$ cat config.mk
export PLATFORM = sky130hd
export DESIGN_NAME = piano_game
export DESIGN_NICKNAME = d
export VERILOG_FILES = /design/src/hw/piano_pkg.sv /design/src/hw/key_capture.sv /design/src/hw/melody_rom.sv /design/src/hw/interval_timer.sv /design/src/hw/game_control.sv /design/src/hw/piano_game.sv
export SDC_FILE = /design/constraint.sdc
export NUM_CORES = 1
export LEC_CHECK = 0
export BUFFER_PORTS_ARGS = -buffer_cell sky130_fd_sc_hd__buf_2
export CAP_MARGIN = 20
export CELL_PAD_IN_SITES_DETAIL_PLACEMENT = 2
export CELL_PAD_IN_SITES_GLOBAL_PLACEMENT = 2
export CORE_MARGIN = 8
export CORE_UTILIZATION = 38
export CTS_CLUSTER_DIAMETER = 120
export DETAILED_ROUTE_END_ITERATION = 10
export PLACE_DENSITY = 0.85
export SYNTH_ARGS = -nofsm -noshare
export SYNTH_HDL_FRONTEND = slang
export SYNTH_HIERARCHICAL = 1
export SYNTH_SLANG_ARGS = --single-unit
$ cat constraint.sdc
create_clock -name clock -period 3.9 [get_ports clock]
set_input_delay 0.39 -clock clock [delete_from_list [all_inputs] [get_ports clock]]
set_output_delay 0.39 -clock clock [all_outputs]
set_load 0.05 [all_outputs]
$ cat src/hw/piano_pkg.sv
// Shared definitions for the note-memory piano game.
// The melody is fixed at build time and is also the number of rounds.
// Note codes are key indices 0 to NOTE_COUNT-1, so a code fits in three bits.
// TIMER_WIDTH must hold RESPONSE_CYCLES without overflow.

`default_nettype none

package piano_pkg;

    // ----------------------------------------------------------------------
    // Keyboard and melody
    // ----------------------------------------------------------------------
    localparam int NOTE_COUNT    = 7;
    localparam int MELODY_LENGTH = 8;

    typedef logic [2:0] note_t;
    typedef logic [2:0] note_index_t;
    typedef logic [3:0] round_t;

    // Stored tune, first note at index 0
    localparam note_t MELODY [MELODY_LENGTH] = '{
        3'd0,
        3'd2,
        3'd4,
        3'd2,
        3'd5,
        3'd6,
        3'd1,
        3'd3
    };

    // ----------------------------------------------------------------------
    // Timing, all in clock cycles
    // ----------------------------------------------------------------------
    localparam int SHOW_CYCLES     = 8;
    localparam int SHOW_GAP_CYCLES = 4;
    localparam int RESPONSE_CYCLES = 64;
    localparam int TIMER_WIDTH     = 7;

endpackage

`default_nettype wire

$ cat src/hw/key_capture.sv
// Piano key capture.
// Keys are asynchronous and pass a two-stage synchronizer; no debounce is done.
// One strobe per release, only when exactly one key was held during the press.
// Chords and empty releases produce nothing.

`timescale 1ns/1ps
`default_nettype none

module key_capture
    import piano_pkg::*;
(
    input  wire logic                  clock,
    input  wire logic                  reset,
    input  wire logic [NOTE_COUNT-1:0] keys,
    output logic                       note_valid,
    output note_t                      note_code
);

    logic [NOTE_COUNT-1:0] sync_0;
    logic [NOTE_COUNT-1:0] sync_1;
    logic                  active;
    logic                  chord;
    note_t                 held_code;

    // Index of the lowest key that is down
    function automatic note_t key_index(input logic [NOTE_COUNT-1:0] k);
        note_t idx;
        idx = '0;
        for (int i = NOTE_COUNT - 1; i >= 0; i--) begin
            if (k[i]) begin
                idx = note_t'(i);
            end
        end
        return idx;
    endfunction

    always_ff @(posedge clock or posedge reset) begin
        if (reset) begin
            sync_0 <= '0;
            sync_1 <= '0;
        end else begin
            sync_0 <= keys;
            sync_1 <= sync_0;
        end
    end

    // Press tracking and release edge
    always_ff @(posedge clock or posedge reset) begin
        if (reset) begin
            active     <= 1'b0;
            chord      <= 1'b0;
            held_code  <= '0;
            note_valid <= 1'b0;
        end else begin
            note_valid <= 1'b0;
            if (sync_1 != '0) begin
                active <= 1'b1;
                if (!$onehot(sync_1)) begin
                    chord <= 1'b1;
                end else if (active && held_code != key_index(sync_1)) begin
                    chord <= 1'b1;
                end else begin
                    held_code <= key_index(sync_1);
                end
            end else begin
                note_valid <= active && !chord;
                active     <= 1'b0;
                chord      <= 1'b0;
            end
        end
    end

    assign note_code = held_code;

    a_single_strobe: assert property (
        @(posedge clock) disable iff (reset) note_valid |=> !note_valid
    );

endmodule

`default_nettype wire

$ cat src/hw/melody_rom.sv
// Melody store.
// Read is registered: read_note follows read_index by one cycle.
// Contents are fixed; there is no write port.

`timescale 1ns/1ps
`default_nettype none

module melody_rom
    import piano_pkg::*;
(
    input  wire logic         clock,
    input  wire logic         reset,
    input  wire note_index_t  read_index,
    output note_t             read_note
);

    always_ff @(posedge clock) begin
        read_note <= MELODY[read_index];
    end

    // ----------------------------------------------------------------------
    // Checks
    // ----------------------------------------------------------------------
    a_index_range: assert property (
        @(posedge clock) disable iff (reset)
        !$isunknown(read_index) && int'(read_index) <= MELODY_LENGTH - 1
    );

endmodule

`default_nettype wire

$ cat src/hw/interval_timer.sv
// Saturating cycle counter.
// Counts while enabled, holds at LENGTH, returns to zero on clear.
// LENGTH must fit in TIMER_WIDTH bits.

`timescale 1ns/1ps
`default_nettype none

module interval_timer
    import piano_pkg::*;
#(
    parameter int LENGTH = SHOW_CYCLES
) (
    input  wire logic clock,
    input  wire logic reset,
    input  wire logic clear,
    input  wire logic enable,
    output logic      done,
    output logic      gap_done
);

    localparam logic [TIMER_WIDTH-1:0] LIMIT = TIMER_WIDTH'(LENGTH);
    localparam logic [TIMER_WIDTH-1:0] GAP   = TIMER_WIDTH'(SHOW_GAP_CYCLES);

    logic [TIMER_WIDTH-1:0] count;

    always_ff @(posedge clock or posedge reset) begin
        if (reset) begin
            count <= '0;
        end else if (clear) begin
            count <= '0;
        end else if (enable && count != LIMIT) begin
            count <= count + 1'b1;
        end
    end

    assign done     = (count == LIMIT);
    assign gap_done = (count == GAP);

    a_no_clear_enable: assert property (
        @(posedge clock) disable iff (reset) !(clear && enable)
    );

endmodule

`default_nettype wire

$ cat src/hw/game_control.sv
// Game controller for the note-memory game.
// Round r shows the first r melody notes, then waits for the player to repeat them.
// A wrong note or a response timeout loses; finishing round MELODY_LENGTH wins.
// Note strobes outside await_note are dropped.
// won and lost hold until start.

`timescale 1ns/1ps
`default_nettype none

module game_control
    import piano_pkg::*;
(
    input  wire logic  clock,
    input  wire logic  reset,
    input  wire logic  start,
    input  wire logic  note_valid,
    input  wire note_t note_code,
    output note_index_t read_index,
    input  wire note_t read_note,
    output logic        show_clear,
    output logic        show_enable,
    input  wire logic  show_done,
    input  wire logic  show_gap_done,
    output logic        response_clear,
    output logic        response_enable,
    input  wire logic  response_done,
    output note_t       show_note,
    output logic        show_valid,
    output logic        player_turn,
    output round_t      round,
    output logic        won,
    output logic        lost
);

    typedef enum logic [3:0] {
        IDLE,
        ROUND_START,
        FETCH,
        SHOW,
        GAP,
        AWAIT_NOTE,
        COMPARE,
        NEXT_NOTE,
        NEXT_ROUND,
        WON_STATE,
        LOST_STATE
    } state_t;

    state_t      state;
    state_t      state_next;
    note_index_t index;
    note_t       played;
    logic        last_index;

    assign last_index = (index == note_index_t'(round - 1'b1));

    // ----------------------------------------------------------------------
    // State register and counters
    // ----------------------------------------------------------------------
    always_ff @(posedge clock or posedge reset) begin
        if (reset) begin
            state <= IDLE;
            index <= '0;
            round <= '0;
        end else begin
            state <= state_next;
            case (state)
                IDLE, WON_STATE, LOST_STATE: begin
                    if (start) begin
                        round <= round_t'(1);
                    end
                end
                ROUND_START, NEXT_ROUND: begin
                    index <= '0;
                    if (state == NEXT_ROUND) begin
                        round <= round + 1'b1;
                    end
                end
                // Last shown note hands the index back to 0 for the player
                GAP: begin
                    if (show_gap_done) begin
                        index <= last_index ? '0 : index + 1'b1;
                    end
                end
                NEXT_NOTE: index <= index + 1'b1;
                default: ;
            endcase
        end
    end

    // Played note, compared one cycle after capture
    always_ff @(posedge clock) begin
        if (state == AWAIT_NOTE && note_valid) begin
            played <= note_code;
        end
    end

    // ----------------------------------------------------------------------
    // Next state
    // ----------------------------------------------------------------------
    always_comb begin
        state_next = state;
        case (state)
            IDLE:        state_next = start ? ROUND_START : IDLE;
            ROUND_START: state_next = FETCH;
            FETCH:       state_next = SHOW;
            SHOW:        state_next = show_done ? GAP : SHOW;
            GAP: begin
                if (show_gap_done) begin
                    state_next = last_index ? AWAIT_NOTE : FETCH;
                end
            end
            AWAIT_NOTE: begin
                if (response_done) begin
                    state_next = LOST_STATE;
                end else if (note_valid) begin
                    state_next = COMPARE;
                end
            end
            COMPARE: begin
                if (played != read_note) begin
                    state_next = LOST_STATE;
                end else if (!last_index) begin
                    state_next = NEXT_NOTE;
                end else if (round == round_t'(MELODY_LENGTH)) begin
                    state_next = WON_STATE;
                end else begin
                    state_next = NEXT_ROUND;
                end
            end
            NEXT_NOTE:   state_next = AWAIT_NOTE;
            NEXT_ROUND:  state_next = FETCH;
            WON_STATE:   state_next = start ? ROUND_START : WON_STATE;
            LOST_STATE:  state_next = start ? ROUND_START : LOST_STATE;
            default:     state_next = IDLE;
        endcase
    end

    // ----------------------------------------------------------------------
    // Outputs
    // ----------------------------------------------------------------------
    assign read_index = index;
    assign show_note  = read_note;

    // Fetch pre-counts one cycle so show lasts exactly SHOW_CYCLES
    assign show_clear = (state == ROUND_START) || (state == NEXT_ROUND)
                     || (state == SHOW && show_done)
                     || (state == GAP && show_gap_done);
    assign show_enable = (state == FETCH)
                      || (state == SHOW && !show_done)
                      || (state == GAP && !show_gap_done);

    assign response_clear  = (state == GAP) || (state == NEXT_NOTE);
    assign response_enable = (state == AWAIT_NOTE);

    assign show_valid  = (state == SHOW);
    assign player_turn = (state == AWAIT_NOTE) || (state == COMPARE)
                      || (state == NEXT_NOTE);
    assign won  = (state == WON_STATE);
    assign lost = (state == LOST_STATE);

    // ----------------------------------------------------------------------
    // Checks
    // ----------------------------------------------------------------------
    a_one_outcome: assert property (
        @(posedge clock) disable iff (reset) !(won && lost)
    );

    a_show_or_play: assert property (
        @(posedge clock) disable iff (reset) !(show_valid && player_turn)
    );

endmodule

`default_nettype wire

$ cat src/hw/piano_game.sv
// Top level of the note-memory piano game.
// keys are raw and asynchronous; start is synchronous to clock.
// Outcome is reported on won and lost until the next start.

`timescale 1ns/1ps
`default_nettype none

module piano_game
    import piano_pkg::*;
(
    input  wire logic                  clock,
    input  wire logic                  reset,
    input  wire logic                  start,
    input  wire logic [NOTE_COUNT-1:0] keys,
    output note_t                      show_note,
    output logic                       show_valid,
    output logic                       player_turn,
    output round_t                     round,
    output logic                       won,
    output logic                       lost
);

    logic        note_valid;
    note_t       note_code;
    note_index_t read_index;
    note_t       read_note;
    logic        show_clear;
    logic        show_enable;
    logic        show_done;
    logic        show_gap_done;
    logic        response_clear;
    logic        response_enable;
    logic        response_done;

    key_capture key_capture0 (
        .clock      (clock),
        .reset      (reset),
        .keys       (keys),
        .note_valid (note_valid),
        .note_code  (note_code)
    );

    melody_rom melody_rom0 (
        .clock      (clock),
        .reset      (reset),
        .read_index (read_index),
        .read_note  (read_note)
    );

    interval_timer #(.LENGTH(SHOW_CYCLES)) show_timer (
        .clock    (clock),
        .reset    (reset),
        .clear    (show_clear),
        .enable   (show_enable),
        .done     (show_done),
        .gap_done (show_gap_done)
    );

    // Gap flag of this instance is not needed by the controller
    interval_timer #(.LENGTH(RESPONSE_CYCLES)) response_timer (
        .clock    (clock),
        .reset    (reset),
        .clear    (response_clear),
        .enable   (response_enable),
        .done     (response_done),
        .gap_done ()
    );

    game_control game_control0 (
        .clock           (clock),
        .reset           (reset),
        .start           (start),
        .note_valid      (note_valid),
        .note_code       (note_code),
        .read_index      (read_index),
        .read_note       (read_note),
        .show_clear      (show_clear),
        .show_enable     (show_enable),
        .show_done       (show_done),
        .show_gap_done   (show_gap_done),
        .response_clear  (response_clear),
        .response_enable (response_enable),
        .response_done   (response_done),
        .show_note       (show_note),
        .show_valid      (show_valid),
        .player_turn     (player_turn),
        .round           (round),
        .won             (won),
        .lost            (lost)
    );

endmodule

`default_nettype wire

### After elaboration in Yosys (flattened, before gate mapping)

Memory sizes are Yosys's and may differ from the RTL's. A register that Yosys moved wholly into a read port is not among the register bits.
Cells that the tools add are included.

| cells by class | value |
|---|---|
| muxes and demuxes | 36 |
| $mul | 0 |
| $add $sub $neg | 11 |
| divide/modulo/power cells | 0 |
| magnitude comparators | 0 |
| equality and inequality tests | 25 |
| shift-type cells | 0 |
| bitwise gates (word level) | 2 |
| reduce and logical (&&, ||, !) cells | 32 |

Operator list:

| operator | count |
|---|---|
| 4-bit case mux with 10 select lines | 1 |
| 3-bit two-way mux | 13 |
| 4-bit two-way mux | 9 |
| 7-bit two-way mux | 4 |
| 4-bit by 3-bit == test with 1-bit output, second input constant | 4 |
| 4-bit == test, second input constant | 4 |
| 7-bit by 1-bit adder with 7-bit output, second input constant | 2 |
| 1-bit logical AND | 9 |
| 3-bit case mux with 3 select lines | 1 |
| 4-bit by 2-bit == test with 1-bit output, second input constant | 2 |
| 1-bit logical OR | 8 |
| 4-bit case mux with 2 select lines | 1 |
| 7-bit by 3-bit == test with 1-bit output, second input constant | 1 |
| 7-bit by 4-bit == test with 1-bit output, second input constant | 1 |
| 7-bit == test, second input constant | 1 |
| 1-bit two-way mux | 7 |
| 7-bit by 4-bit inequality test with 1-bit output, second input constant | 1 |
| 7-bit inequality test, second input constant | 1 |
| 7-bit nonzero test | 1 |
| 1-bit by 1-bit adder with 2-bit output | 3 |
| 3-bit adder | 2 |
| 3-bit inequality test | 2 |
| 3-bit AND reduction | 2 |
| 2-bit nonzero test | 3 |
| 19 further kinds | 23 |

| word-level totals | value |
|---|---|
| memories | 1 |
| register bits after elaboration | 48 |
| RAM bits | 0 |
| input port bits | 10 |
| bits in read-only memories | 24 |
| logic and storage cells | 119 |
| output and inout port bits | 11 |
| bits in latches | 0 |

Memory list:

| memory | words | width | read ports | clocked after Yosys merged registers in | wr ports | RTL line | text |
|---|---|---|---|---|---|---|---|
| (no name shown) | 8 | 3 | 1 | 1 | 0 | melody_rom.sv:18 | `read_note <= MELODY[read_index];` |

### Depth between registers and ports, before layout

| depth | value |
|---|---|
| word-level depth | 14 |
| gate-level depth with buffers | 11 |
| gate-level depth less buffers | 11 |

### Modules after synthesis

The synthesis kept the hierarchy.

Modules (own cells, without submodules):

| module | cells each | times used | area an instance (um^2) | seq. area each (um^2) |
|---|---|---|---|---|
| game_control | 133 | 1 | 1111.1 | 365.4 |
| key_capture | 68 | 1 | 847.1 | 500.5 |
| interval_timer at response_timer | 48 | 1 | 425.4 | 175.2 |
| interval_timer at show_timer | 45 | 1 | 416.6 | 175.2 |
| melody_rom | 7 | 1 | 90.1 | 60.1 |

### Worst setup path after synthesis

Ideal clock, no wire load.

| path | value |
|---|---|
| path type | reg-to-reg |
| from | register key_capture0.sync_1[1] |
| to | register key_capture0.held_code[1] (netlist: key_capture0/note_code[1]) |
| data required time | 3.765 ns |
| slack | 0.842 ns |
| cell stages (with the launch flop) | 12 |
| period minus slack after synthesis | 3.058 ns |
| data arrival time | 2.922 ns |
| buffers on the path | 0 |
| library setup time | 0.135 ns |
| path through | dfrtp_1 -> inv_1 -> fa_1 -> fa_1 -> inv_1 -> fa_1 -> fa_1 -> nor2_1 -> and2_1 -> nand2_1 -> o311ai_0 -> o21ai_1 |

| between the ends | value |
|---|---|
| cells in the longest elaborated chain, start to end | 8 |
| elaborated cells on any way between the ends | 13 |
| classes of those cells | 3 x add/sub; 2 x eq/ne; 4 x mux; 1 x bitwise; 3 x reduce/logical |

RTL lines:

| item | RTL line | text |
|---|---|---|
| from (decl) | key_capture.sv:20 | `logic [NOTE_COUNT-1:0] sync_1;` |
| from (signal assigned) | key_capture.sv:43 | `sync_1 <= sync_0;` |
| parallel branches: the longest is 8 deep, another holds 3-bit adder | -- |  |
| to (signal assigned) | key_capture.sv:63 | `held_code <= key_index(sync_1);` |
| to (decl) | key_capture.sv:23 | `note_t held_code;` |

Parallel ways; which one is timed is not known. The select of a mux whose other input is x is not followed.
A chain may end at the register's enable or synchronous reset.

### Worst setup path after layout

| path | value |
|---|---|
| from | register key_capture0.sync_1[1] |
| to | register key_capture0.held_code[2] (netlist: key_capture0/note_code[2]) |

The elaborated chain is that of the path after synthesis.

==> run_results.csv <==
group,metric,value,unit
drt,vias,2307,
grt,grt_pass1_wl,12900,um
hold_path,hold_path_class,"in -> async",
floorplanning,initial_core_util,39.5,%
place,place_inst,410,
sta,fin_crit_sh,87.0,%
sta,hold_violations,0,
cts,cts_max_path_buffers,2,
cts,cts_tree,"done",
layout,area_growth,10.4,%
worst_setup_path,start_kind,"flip-flop",
flow_run,maxCapViolCount,0,
drt,ant_nets,0,
floorplanning,die_area,10600,um2
layout,antenna_cells,0,
drt,drtIter0Drc,92,
pwr,powerDensity,647,nW/um2
sta,setup_violations,0,
synth,syn_area,2880,um2
cts,path_clk_slew,0.10,ns
outcome,outcome,"complete, no violations",
floorplanning,design.core.area,7290,um2
pwr,ir_drop,176,uV
place,portBuffers,20,
place,gp_congestion,0.812,
layout,finalNetCount,340,
layout,fillers,815,
worst_setup_path,endpoint_kind,"flip-flop",
layout,drive_gt1_share,13.8,%
worst_setup_path,required,4.08,ns
floorplanning,pin_count,21,
cts,clock-sinks,51,
worst_setup_path,crit_arrival,3.57,ns
synth,syn-num-nets,322,
cts,clk_latency,0.31,ns
cts,ctsHtreeMaxLevel,2,
worst_setup_path,criticalPathCategory,"reg -> reg",
sta,rsz0062_at_grt,"false",
worst_setup_path,cp_max_fo,4,
grt,first_global_vias,2639,
drt,viasPerCell,5.52,
grt,track_usage,15.4,%
cts,numCtsBuffers,5,
sta,final_max_slew_viol_count,0,
sta,finalClockSkew,0.00783,ns
floorplanning,die_w,103,um
sta,fin_tns_setup,0,ns
synth,yosysWarnings,6,
place,dp_hpwl,5710,um
worst_setup_path,ff2ff_path_depth,11,
grt,grt_overflow,0,
layout,multi_input_area,1450,um2
sta,fin_crit,3.39,ns
synth,synth_cells,300,
synth,synth_area_per_cell,9.61,um2
drt,drc,0,
drt,dr.pass1.iters,4,
sta,hold_ws,0.0397,ns
floorplanning,fp.dieH,103,um
drt,wirelength,7610,um
grt,antenna_found_initial,0,
cts,cts_resized,0,
cts,cts_hold_buf,0,
pwr,p_leak,1.39,nW
floorplanning,row_count,31,
grt,grt_max_degree,21,
layout,layout_commonest_cell,"dfrtp_1",
layout,layout.cells.non_filler,418,
cts,cts_setup_buffers,0,
sta,tightest_slew,0.767,ns
sta,slew_headroom,48.8,%
layout,mostFrequentLayoutCells,"dfrtp_1, inv_1, nand2_1",
layout,seq_area,1280,um2
drt,wire_per_inst,18.2,um
sta,max_freq,295,MHz
cts,root_buffer,"clkbuf_8",
## power by group
part	leakage [nW]	switching, mW	internal, mW
Clock	0.0600	0.186	0.186
Combinational	0.707	0.566	0.348
Sequential	0.619	0.162	0.611
Total	1.39	0.914	1.14
## per-stage QoR
step	power, mW	utilization (%)	setup slack, ns	area (um2)
final	2.06	43.6	0.508	3180
after global routing	2.20	43.6	0.302	3180
after CTS	2.08	43.6	0.501	3180
after detailed placement	1.69	42.0	0.521	3070
after global placement	1.64	42.0	0.731	3070
after floorplan	1.50	-	0.842	2880
## final timing paths
path	slack, ns	to	start
min in group clock	0.19	key_capture0/sync_0[0]	keys[0]
max in group asynchronous	3.17	key_capture0/sync_1[3]	reset
min	0.04	show_timer/count[1]	reset
min reg2reg	0.36	key_capture0/sync_1[0]	key_capture0/sync_0[0]
max reg2reg	0.51	key_capture0/note_code[2]	key_capture0/sync_1[1]
max	0.51	key_capture0/note_code[2]	key_capture0/sync_1[1]
## area by class of cell
| type | instances | area share, % |
|---|---|---|
| multi-input cells | 210 | 45.4 |
| flip-flops and latches | 51 | 40.1 |
| well taps | 99 | 3.89 |
| clock buffers | 7 | 3.38 |
| clock inverters | 1 | 0.275 |
| inverters | 28 | 3.30 |
| repair buffers | 22 | 3.62 |
## worst max-delay path, cell delays in order (launching register included)
cell      delay (ns)
dfrtp_1         0.41
inv_1           0.12
fa_1            0.45
fa_1            0.50
inv_1           0.05
fa_1            0.37
fa_1            0.44
nor2_1          0.15
and2_1          0.23
nand2_1         0.10
o311ai_0        0.35
o21ai_1         0.11
## flip-flops by register name, summed over array words and instances, names as in the netlist, 3 cells and up
signal,flops
game_control0/read_index,3
response_timer/count,7
game_control0/played,3
melody_rom0/read_note,3
show_timer/count,7
key_capture0/sync_0,7
key_capture0/note_code,3
game_control0/state,4
key_capture0/sync_1,7
game_control0/round,4
## routing by layer
layer / global-route usage (%) / routed length, um
met1: 16.8 / 3180
met2: 29.8 / 4180
met3: 2.43 / 169
met4: 4.12 / 69
met5: 0 / 0
(Power assumes the default switching activity.)
